--- src/common/axi_bridge_settings.svh ---
`ifndef AXI_BRIDGE_SETTINGS_SVH
`define AXI_BRIDGE_SETTINGS_SVH

// bus widths
`define AXI_ADDR_W 32
`define AXI_DATA_W 32

// cache line geometry
`define LINE_BEATS 16
`define LINE_W 512

// arlen/awlen codes, beats minus one
`define BURST_LEN_LINE 4'd15
`define BURST_LEN_SINGLE 4'd0

// arburst/awburst codes
`define BURST_INCR 2'b01
`define BURST_FIXED 2'b00

// read ids, 0 for fetch and 1 for data
`define RD_ID_INST 4'd0
`define RD_ID_DATA 4'd1

`endif

--- src/common/axi_bridge_pkg.sv ---
`include "axi_bridge_settings.svh"

package axi_bridge_pkg;

	typedef logic [`AXI_ADDR_W-1:0] addr_t;
	typedef logic [`AXI_DATA_W-1:0] data_t;
	typedef logic [`LINE_W-1:0] line_t; // word 0 in the low bits
	typedef logic [`AXI_DATA_W/8-1:0] strb_t;

	typedef logic [3:0] axi_id_t;
	typedef logic [2:0] size_t; // log2 of bytes per beat
	typedef logic [$clog2(`LINE_BEATS)-1:0] beat_cnt_t;

	// read side FSM
	typedef enum logic [1:0] {
		RD_IDLE,
		RD_ADDR,
		RD_RESP
	} rd_state_t;

	// write side FSM
	typedef enum logic [1:0] {
		WR_IDLE,
		WR_ADDR,
		WR_DATA,
		WR_RESP
	} wr_state_t;

endpackage

--- src/common/wr_beat_if.sv ---
`timescale 1ns/1ps

interface wr_beat_if
	import axi_bridge_pkg::*;
();

	logic  load;      // one cycle, on request accept
	logic  uncached;  // single word transfer
	line_t line_in;
	data_t word_in;
	logic  advance;   // W beat taken by the slave
	data_t cur_word;
	logic  last_beat;

	// write FSM side
	modport seq (output load, uncached, line_in, word_in, advance,
		input cur_word, last_beat);

	// line buffer side
	modport buff (input load, uncached, line_in, word_in, advance,
		output cur_word, last_beat);

endinterface

--- src/rd_path/axi_read_engine.sv ---
`timescale 1ns/1ps
`include "axi_bridge_settings.svh"

module axi_read_engine
	import axi_bridge_pkg::*;
(
	input  logic      clk,
	input  logic      rst,
	input  logic      ic_rd_req,
	input  addr_t     ic_rd_addr,
	input  size_t     ic_rd_size,
	input  logic      dc_rd_req,
	input  addr_t     dc_rd_addr,
	input  size_t     dc_rd_size,
	input  logic      uncached,
	input  logic      wr_pending,
	input  addr_t     wr_addr,
	output logic      ic_rd_rdy,
	output logic      dc_rd_rdy,
	output axi_id_t   arid,
	output addr_t     araddr,
	output logic [3:0] arlen,
	output size_t     arsize,
	output logic [1:0] arburst,
	output logic      arvalid,
	input  logic      arready,
	input  axi_id_t   rid,
	input  data_t     rdata,
	input  logic      rlast,
	input  logic      rvalid,
	output logic      ic_ret_valid,
	output logic      ic_ret_last,
	output logic      dc_ret_valid,
	output logic      dc_ret_last,
	output data_t     ret_data
);

	rd_state_t state;
	logic      ic_hit;
	logic      dc_hit;
	logic      ic_acc;
	logic      dc_acc;
	logic      r_beat;

	// a read may not overtake a write to the same address
	assign ic_hit = wr_pending && (ic_rd_addr == wr_addr);
	assign dc_hit = wr_pending && (dc_rd_addr == wr_addr);

	assign ic_rd_rdy = (state == RD_IDLE) && arready && !ic_hit;
	assign dc_rd_rdy = (state == RD_IDLE) && arready && !ic_rd_req && !dc_hit; // fetch first
	assign ic_acc = ic_rd_req && ic_rd_rdy;
	assign dc_acc = dc_rd_req && dc_rd_rdy;

	always_ff @(posedge clk)
	begin
		if (!rst)
			state <= RD_IDLE;
		else
		begin
			case (state)
				RD_IDLE:
					if (ic_acc || dc_acc)
						state <= RD_ADDR;
				RD_ADDR:
					if (arready)
						state <= RD_RESP;
				RD_RESP:
					if (rvalid && rlast) // burst done
						state <= RD_IDLE;
				default:
					state <= RD_IDLE;
			endcase
		end
	end

	// AR payload, captured once so the cache may drop its inputs
	always_ff @(posedge clk)
	begin
		if (ic_acc)
		begin
			arid    <= `RD_ID_INST;
			araddr  <= ic_rd_addr;
			arsize  <= ic_rd_size;
			arlen   <= `BURST_LEN_LINE;
			arburst <= `BURST_INCR;
		end
		else if (dc_acc)
		begin
			arid    <= `RD_ID_DATA;
			araddr  <= dc_rd_addr;
			arsize  <= dc_rd_size;
			arlen   <= uncached ? `BURST_LEN_SINGLE : `BURST_LEN_LINE;
			arburst <= uncached ? `BURST_FIXED : `BURST_INCR;
		end
	end

	assign arvalid = (state == RD_ADDR);

	// route each beat by its id
	assign r_beat = (state == RD_RESP) && rvalid;
	assign ic_ret_valid = r_beat && (rid == `RD_ID_INST);
	assign ic_ret_last = ic_ret_valid && rlast;
	assign dc_ret_valid = r_beat && (rid == `RD_ID_DATA);
	assign dc_ret_last = dc_ret_valid && rlast;
	assign ret_data = rdata; // shared by both ports

endmodule

--- src/rtl/axi_cache_bridge.sv ---
`timescale 1ns/1ps

module axi_cache_bridge
	import axi_bridge_pkg::*;
(
	input  logic       clk,
	input  logic       rst,
	// instruction cache read port
	input  logic       ic_rd_req,
	input  addr_t      ic_rd_addr,
	input  size_t      ic_rd_size,
	output logic       ic_rd_rdy,
	output logic       ic_ret_valid,
	output logic       ic_ret_last,
	// data cache ports
	input  logic       dc_rd_req,
	input  addr_t      dc_rd_addr,
	input  size_t      dc_rd_size,
	output logic       dc_rd_rdy,
	output logic       dc_ret_valid,
	output logic       dc_ret_last,
	output data_t      ret_data,
	input  logic       uncached,
	input  logic       dc_wr_req,
	input  addr_t      dc_wr_addr,
	input  size_t      dc_wr_size,
	input  strb_t      dc_wr_strb,
	input  line_t      dc_wr_line,
	input  data_t      dc_wr_word,
	output logic       dc_wr_rdy,
	// AXI read
	output axi_id_t    arid,
	output addr_t      araddr,
	output logic [3:0] arlen,
	output size_t      arsize,
	output logic [1:0] arburst,
	output logic       arvalid,
	input  logic       arready,
	input  axi_id_t    rid,
	input  data_t      rdata,
	input  logic       rlast,
	input  logic       rvalid,
	// AXI write
	output addr_t      awaddr,
	output logic [3:0] awlen,
	output size_t      awsize,
	output logic [1:0] awburst,
	output logic       awvalid,
	input  logic       awready,
	output data_t      wdata,
	output strb_t      wstrb,
	output logic       wlast,
	output logic       wvalid,
	input  logic       wready,
	input  logic       bvalid
);

	logic  wr_pending;
	addr_t wr_addr;

	wr_beat_if beat_if ();

	axi_read_engine u_rd (
		.clk, .rst,
		.ic_rd_req, .ic_rd_addr, .ic_rd_size,
		.dc_rd_req, .dc_rd_addr, .dc_rd_size, .uncached,
		.wr_pending, .wr_addr,
		.ic_rd_rdy, .dc_rd_rdy,
		.arid, .araddr, .arlen, .arsize, .arburst, .arvalid, .arready,
		.rid, .rdata, .rlast, .rvalid,
		.ic_ret_valid, .ic_ret_last, .dc_ret_valid, .dc_ret_last, .ret_data
	);

	axi_write_engine u_wr (
		.clk, .rst,
		.dc_wr_req, .dc_wr_addr, .dc_wr_size, .dc_wr_strb,
		.dc_wr_line, .dc_wr_word, .uncached,
		.dc_wr_rdy, .wr_pending, .wr_addr,
		.awaddr, .awlen, .awsize, .awburst, .awvalid, .awready,
		.wdata, .wstrb, .wlast, .wvalid, .wready, .bvalid,
		.beat (beat_if)
	);

	write_line_buffer u_wbuf (
		.clk,
		.rst,
		.beat (beat_if)
	);

endmodule

--- src/wr_path/axi_write_engine.sv ---
`timescale 1ns/1ps
`include "axi_bridge_settings.svh"

module axi_write_engine
	import axi_bridge_pkg::*;
(
	input  logic       clk,
	input  logic       rst,
	input  logic       dc_wr_req,
	input  addr_t      dc_wr_addr,
	input  size_t      dc_wr_size,
	input  strb_t      dc_wr_strb,
	input  line_t      dc_wr_line,
	input  data_t      dc_wr_word,
	input  logic       uncached,
	output logic       dc_wr_rdy,
	output logic       wr_pending,
	output addr_t      wr_addr,
	output addr_t      awaddr,
	output logic [3:0] awlen,
	output size_t      awsize,
	output logic [1:0] awburst,
	output logic       awvalid,
	input  logic       awready,
	output data_t      wdata,
	output strb_t      wstrb,
	output logic       wlast,
	output logic       wvalid,
	input  logic       wready,
	input  logic       bvalid,
	wr_beat_if.seq     beat
);

	wr_state_t state;
	logic      acc;
	logic      unc_q;

	assign dc_wr_rdy = (state == WR_IDLE);
	assign acc = dc_wr_req && dc_wr_rdy;

	always_ff @(posedge clk)
	begin
		if (!rst)
			state <= WR_IDLE;
		else
		begin
			case (state)
				WR_IDLE:
					if (acc)
						state <= WR_ADDR;
				WR_ADDR:
					if (awready)
						state <= WR_DATA;
				WR_DATA:
					if (wready && beat.last_beat)
						state <= WR_RESP;
				WR_RESP:
					if (bvalid)
						state <= WR_IDLE;
				default:
					state <= WR_IDLE;
			endcase
		end
	end

	always_ff @(posedge clk)
	begin
		if (acc)
		begin
			awaddr  <= dc_wr_addr;
			awsize  <= dc_wr_size;
			awlen   <= uncached ? `BURST_LEN_SINGLE : `BURST_LEN_LINE;
			awburst <= uncached ? `BURST_FIXED : `BURST_INCR;
			wstrb   <= uncached ? dc_wr_strb : '1; // full words for a line
			unc_q   <= uncached;
		end
	end

	assign awvalid = (state == WR_ADDR);
	assign wvalid = (state == WR_DATA);
	assign wdata = beat.cur_word;
	assign wlast = beat.last_beat;

	assign wr_pending = (state != WR_IDLE);
	assign wr_addr = awaddr;

	// line buffer control
	assign beat.load = acc;
	assign beat.uncached = dc_wr_rdy ? uncached : unc_q; // held once accepted
	assign beat.line_in = dc_wr_line;
	assign beat.word_in = dc_wr_word;
	assign beat.advance = wvalid && wready;

endmodule

--- src/wr_path/write_line_buffer.sv ---
`timescale 1ns/1ps
`include "axi_bridge_settings.svh"

module write_line_buffer
	import axi_bridge_pkg::*;
(
	input logic     clk,
	input logic     rst,
	wr_beat_if.buff beat
);

	line_t     line_q;
	beat_cnt_t cnt;

	// beat counter
	always_ff @(posedge clk)
	begin
		if (!rst)
			cnt <= '0;
		else if (beat.load)
			cnt <= '0;
		else if (beat.advance)
			cnt <= cnt + 1'b1;
	end

	// payload shift register
	always_ff @(posedge clk)
	begin
		if (beat.load)
		begin
			if (beat.uncached)
				line_q <= {{(`LINE_W-`AXI_DATA_W){1'b0}}, beat.word_in};
			else
				line_q <= beat.line_in;
		end
		else if (beat.advance)
			line_q <= line_q >> `AXI_DATA_W; // next word into the low slot
	end

	assign beat.cur_word = line_q[`AXI_DATA_W-1:0];

	// single word is last at once
	assign beat.last_beat = beat.uncached || (cnt == beat_cnt_t'(`LINE_BEATS - 1));

endmodule
--- config.mk ---
export PLATFORM = sky130hd
export DESIGN_NAME = axi_cache_bridge
export DESIGN_NICKNAME = d
export VERILOG_FILES = /design/src/common/axi_bridge_pkg.sv /design/src/common/wr_beat_if.sv /design/src/rd_path/axi_read_engine.sv /design/src/rtl/axi_cache_bridge.sv /design/src/wr_path/axi_write_engine.sv /design/src/wr_path/write_line_buffer.sv
export VERILOG_INCLUDE_DIRS = /design/src /design/src/common
export SDC_FILE = /design/constraint.sdc
export NUM_CORES = 1
export LEC_CHECK = 0
export ABC_AREA = 1
export CORE_AREA = 2 2 335 337
export CTS_CLUSTER_DIAMETER = 200
export DETAILED_ROUTE_END_ITERATION = 7
export DIE_AREA = 0 0 337 339
export DONT_BUFFER_PORTS = 1
export PLACE_DENSITY = 0.47
export SKIP_CTS_REPAIR_TIMING = 1
export SLEW_MARGIN = 0
export SYNTH_ARGS = -nofsm -noshare
export SYNTH_HDL_FRONTEND = slang
export SYNTH_HIERARCHICAL = 1
export SYNTH_SLANG_ARGS = --single-unit
--- constraint.sdc ---
create_clock -name clk -period 15.9 [get_ports clk]
set_input_delay 0.795 -clock clk [delete_from_list [all_inputs] [get_ports clk]]
set_output_delay 0.795 -clock clk [all_outputs]
set_load 0.03 [all_outputs]
### Word-level counts from Yosys, hierarchy flattened

Cells that the tools add are included.
Widths: inputs -> output; s select.

| storage, ports and cells | value |
|---|---|
| register bits after elaboration | 608 |
| bits in latches | 0 |
| bits in read-only memories | 0 |
| bits in writable memories | 0 |
| output and inout port bits | 165 |
| input bits | 701 |
| memories | 0 |

| operators by class | value |
|---|---|
| multiply operators | 0 |
| bitwise logic cells | 1 |
| $lt $le $gt $ge | 0 |
| reductions and logical operators | 31 |
| divide/modulo/power cells | 0 |
| add/sub/neg operators | 1 |
| equality and inequality tests | 16 |
| multiplexer cells | 19 |
| shift-type cells | 0 |

Operators with widths:

| kind | number |
|---|---|
| $mux 512 | 3 |
| $eq 32x32->1 | 2 |
| $mux 32 | 2 |
| $logic_and 1x1->1 | 17 |
| $mux 2 | 7 |
| $ne 2x2->1 const B | 4 |
| $pmux 2 s4 | 1 |
| $eq 2x2->1 const B | 3 |
| $mux 3 | 2 |
| $ne 2x1->1 const B | 3 |
| $pmux 2 s3 | 1 |
| $reduce_bool 2->1 | 3 |
| $add 4x1->4 const B | 1 |
| $eq 2x1->1 const B | 2 |
| $eq 4x1->1 const B | 1 |
| $eq 4x4->1 const B | 1 |
| $logic_not 2->1 | 2 |
| $logic_not 4->1 | 1 |
| $mux 4 | 1 |
| $reduce_and 4->1 | 1 |
| $logic_not 1->1 | 3 |
| $reduce_and 3->1 | 1 |
| $logic_or 1x1->1 | 2 |
| $mux 1 | 2 |
| 2 further kinds | 2 |

### Longest topological paths before layout

| depth | value |
|---|---|
| word-level depth | 8 |
| depth in mapped cells | 16 |
| depth with buffers taken out | 14 |

### Modules after synthesis

Netlist, hierarchy kept.

By module, submodules not included:

| module | cells each | seq. area each (sq um) | times used | area an instance (sq um) |
|---|---|---|---|---|
| write_line_buffer | 2276 | 15454.8 | 1 | 23124.7 |
| axi_write_engine | 697 | 1271.2 | 1 | 6089.6 |
| axi_read_engine | 446 | 1131.1 | 1 | 3113.0 |

### Worst setup path before layout

No wires, ideal clock.

| path | value |
|---|---|
| kind | register -> register |
| start | register u_wr.state[0] |
| end | register u_wbuf.line_q[0], enable pin |
| arrival | 10.355 ns |
| library setup time | 3.696 ns |
| path slack | 1.849 ns |
| cell stages (with the launch flop) | 10 |
| data required time | 12.204 ns |
| path buffers | 3 |
| cells stage by stage | dfxtp_1 inv_1 ha_1 nand2_1 inv_1 buf_2 inv_2 buf_4 buf_2 nand2_1 |

| on the way | value |
|---|---|
| longest elaborated chain between the ends | 3 |
| elaborated cells on any way between the ends | 5 |
| those cells by class | 1 x eq/ne; 4 x reduce/logical |

Ends and longest elaborated chain:

| what | RTL line | RTL |
|---|---|---|
| start: declaration | axi_write_engine.sv:34 | `wr_state_t state;` |
| start signal: assignment | axi_write_engine.sv:44 | `state <= WR_IDLE;` |
| start signal: assignment | axi_write_engine.sv:50 | `state <= WR_ADDR;` |
| start signal: assignment | axi_write_engine.sv:53 | `state <= WR_DATA;` |
| $logic_not 2->1 | axi_write_engine.sv:38 | `assign dc_wr_rdy = (state == WR_IDLE);` |
| named net dc_wr_rdy | axi_cache_bridge.sv:30 | `output logic dc_wr_rdy,` |
| $logic_and 1x1->1 | axi_write_engine.sv:39 | `assign acc = dc_wr_req && dc_wr_rdy;` |
| named net beat_if.load | wr_beat_if.sv:7 | `logic load;` |
| $reduce_bool 2->1 (no line) | - |  |
| end signal: assignment | write_line_buffer.sv:32 | `` line_q <= {{(`LINE_W-`AXI_DATA_W){1'b0}}, beat.word_in}; `` |
| end signal: assignment | write_line_buffer.sv:34 | `line_q <= beat.line_in;` |
| end signal: assignment | write_line_buffer.sv:37 | `` line_q <= line_q >> `AXI_DATA_W; `` |
| end: declaration | write_line_buffer.sv:12 | `line_t line_q;` |

The timed path passes the listed nets, and every way through them passes these cells.
A chain may end at the register's enable or synchronous reset.

### Final worst setup path

| path | value |
|---|---|
| start | register u_wr.state[1] |
| end | register u_wbuf.line_q[110], enable pin |

Same word-level chain as after synthesis.

==> impl_metrics.csv <==
group,metric,value,unit
outcome,status,"finished clean",
sta,final.setup_skew,0.0317,ns
cts,numCtsBuffers,74,
critical_path,critPathKind,"flip-flop to flip-flop",
floorplanning,die_h,339,um
routing,drt_first_pass_iters,5,
routing,first_iter_violations,1560,
yosys,postSynthCellCount,3419,
sta,rsz0062_at_grt,"no",
global_routing,grtUsageTotal,15.6,%
routing,ant_nets,0,
cts,path_clk_slew,0.06,ns
cts,htreeDepth,3,
final_layout,design_area,30700,um2
power,peakVddDrop,0.0938,mV
global_routing,antenna_found_initial,40,
cts,root_buffer,"clkbuf_16",
power,report.power.total,0.00650,W
sta,hold_viol_final,0,
global_routing,grt_max_degree,207,
sta,finalSetupViolCount,0,
critical_path,cp-start-kind,"flip-flop",
final_layout,final_net_count,3371,
floorplanning,core_area,110000,um2
global_routing,grt_pass1_wl,130,mm
sta,relSlewSlack,26.6,%
routing,wl,92.8,mm
critical_path,worstSetupEndpointType,"flip-flop",
sta,fmax,177,MHz
placed_design,numPortBuffers,0,
floorplanning,die_area,114000,um2
final_layout,synthToLayoutAreaGrowth,-5.08,%
sta,fin_crit_sh,35.5,%
cts,cts_tree,"built",
routing,remaining_drc_errors,0,
sta,finalMaxSlewViolations,0,
final_layout,drive_gt1_share,5.33,%
yosys,yosysWarnings,6,
cts,clkLatencyLatePin,0.65,ns
power,p_leak,12.6,nW
sta,worstMarginPinSlew,1.09,ns
routing,post_drt_wl_per_cell,22.0,um
placed_design,dp_hpwl,67.3,mm
critical_path,cp_max_fo,79,
yosys,synth_seq_cells,598,
yosys,syn_area_per_cell,9.46,um2
critical_path,worstPathArrival,5.89,ns
sta,final.setup.tns,0,ns
routing,dr_total_vias,18700,
floorplanning,start_util,29.3,%
routing,viasPerCell,4.44,
yosys,ys_seq_area_share,55.2,%
critical_path,critPathRequiredTime,16.14,ns
floorplanning,num_rows,122,
global_routing,grt_pass1_vias,18300,
floorplanning,num_io_pins,866,
placed_design,dpl_cell_area,28300,um2
placed_design,gp_congestion,0.904,
min_path,hp-class,"input pin to flip-flop",
yosys,syn_area,32300,um2
run,max_cap_violations,0,
yosys,ys_types,34,
floorplanning,die_w,337,um
cts,cts_buffer_depth,3,
power,p_per_area,212,nW/um2
global_routing,overflow,0,
cts,clkSinkCount,598,
sta,fin_crit,5.65,ns
-- power breakdown --
part	total (W)	internal (W)	switching (W)	leakage (nW)
clock network	0.00164	0.000964	0.000678	1.12
logic	0.00165	0.000422	0.00123	5.66
registers	0.00321	0.00278	0.000430	5.77
-- logic make-up (layout without fill, tap and decap cells) --
kind of cell,after synthesis,in the layout,synth area share [%]
other,2,18,0.0232
AO/OA/AOI/OAI,123,123,1.98
XOR/XNOR,22,22,0.596
adder cells (fa/ha/maj),5,5,0.194
AND/OR/NAND/NOR,1675,1675,21.4
buffers and inverters,994,290,20.5
flip-flops,598,598,55.2
-- state kept, by name, indices dropped and copies added (netlist names) --
signal	flops
u_wbuf/line_q	512
u_wr/unc_q	1
u_rd/arsize	3
u_rd/state	2
u_wr/awlen	1
u_wr/awsize	3
u_wr/awaddr	32
u_wbuf/cnt	4
u_wr/wstrb	4
u_rd/arid	1
u_rd/araddr	32
u_rd/arlen	1
u_wr/state	2
-- stage by stage --
stage               instances  setup WS, ns  hold slack, ns  util (%)
finish                   4219         10.25           0.235      27.8
global route             4211          9.78           0.194      27.8
CTS                      4206         10.05           0.170      27.8
detailed placement       4077         10.08           0.489      25.7
global placement         4077         10.10           0.481      25.7
floorplan                3422          1.85           0.455         -
-- worst max-delay path, stage by stage, from the launching register on --
cell and delay, ns:
dfxtp_1 0.34, inv_1 0.10, ha_1 0.44, nand2_1 0.24
inv_8 0.32, inv_8 0.23, nand2_4 0.68, buf_4 0.93
buf_4 0.85, buf_4 0.91
-- final cells by class --
class	instances	area (um2)
tap	1488	1860
sequential	598	17900
fill	11700	79700
timing repair buffer	27	228
clock inverter	36	372
antenna	13	32.5
multi-input combinational	1830	7860
inverter	134	526
clock buffer	93	1940
-- placed cells by master, fill, tap and decap left out, types with 4 or more instances in the layout --
cell type / Yosys / layout
ha_1: 5 / 5
edfxtp_1: 588 / 588
clkbuf_1: 3 / 18
o21ai_0: 55 / 54
conb_1: 2 / 5
clkbuf_16: 0 / 75
nor2_1: 111 / 111
buf_4: 690 / 25
clkinv_1: 0 / 13
o21a_1: 5 / 5
o22ai_1: 7 / 7
xnor2_1: 10 / 10
o21ai_1: 51 / 51
clkinv_2: 0 / 9
nand3_1: 455 / 455
bufinv_16: 0 / 6
dfxtp_1: 10 / 9
xor2_1: 12 / 12
nand2_1: 1085 / 1084
nand4_1: 5 / 5
clkinv_8: 0 / 4
inv_1: 129 / 128
diode_2: 0 / 13
-- cells in the mapped netlist --
| master | instances | area [um2] |
|---|---|---|
| conb_1 | 2 | 7.51 |
| a31oi_1 | 1 | 6.26 |
| nand3b_1 | 1 | 7.51 |
| nor2_2 | 2 | 12.5 |
| nor2_1 | 111 | 417 |
| or2_1 | 2 | 12.5 |
| o21a_1 | 5 | 37.5 |
| a21boi_0 | 1 | 7.51 |
| nor3_1 | 3 | 15.0 |
| inv_2 | 5 | 18.8 |
| nand2_1 | 1085 | 4070 |
| xnor2_1 | 10 | 87.6 |
| xor2_1 | 12 | 105 |
| nand3_1 | 455 | 2280 |
| dfxtp_1 | 10 | 200 |
| inv_1 | 129 | 484 |
| edfxtp_1 | 588 | 17700 |
| and2_1 | 1 | 6.26 |
| nor2_4 | 1 | 11.3 |
| nor4_1 | 1 | 6.26 |
| ha_1 | 5 | 62.6 |
| o21ai_1 | 51 | 255 |
| buf_6 | 17 | 191 |
| buf_4 | 690 | 5180 |
| nand2_2 | 3 | 18.8 |
| or2_2 | 2 | 12.5 |
| nor3_2 | 1 | 10.0 |
| clkbuf_1 | 3 | 11.3 |
| o22ai_1 | 7 | 43.8 |
| buf_2 | 150 | 751 |
| nand4_1 | 5 | 31.3 |
| a21oi_1 | 3 | 15.0 |
| nand3_2 | 2 | 20.0 |
| o21ai_0 | 55 | 275 |
-- layer usage --
metal,vias to the layer above,routed length (um),GRT usage (%)
met5,-,307,0
met4,44,1550,4.27
met3,144,10900,6.97
met2,744,42800,24.9
met1,8757,37200,19.1
li1,9056,-,-
-- path summary, 6_finish.rpt --
kind             startpoint            endpoint  slack [ns]  cells past startpoint
max           u_wr/state[1]  u_wbuf/line_q[110]       10.25                      9
min reg2reg   u_wbuf/cnt[0]       u_wbuf/cnt[0]        0.49                      2
min          dc_wr_addr[18]     u_wr/awaddr[18]        0.23                      0
max reg2reg   u_wr/state[1]  u_wbuf/line_q[110]       10.25                      9
Power figures use the tool's default switching activity.
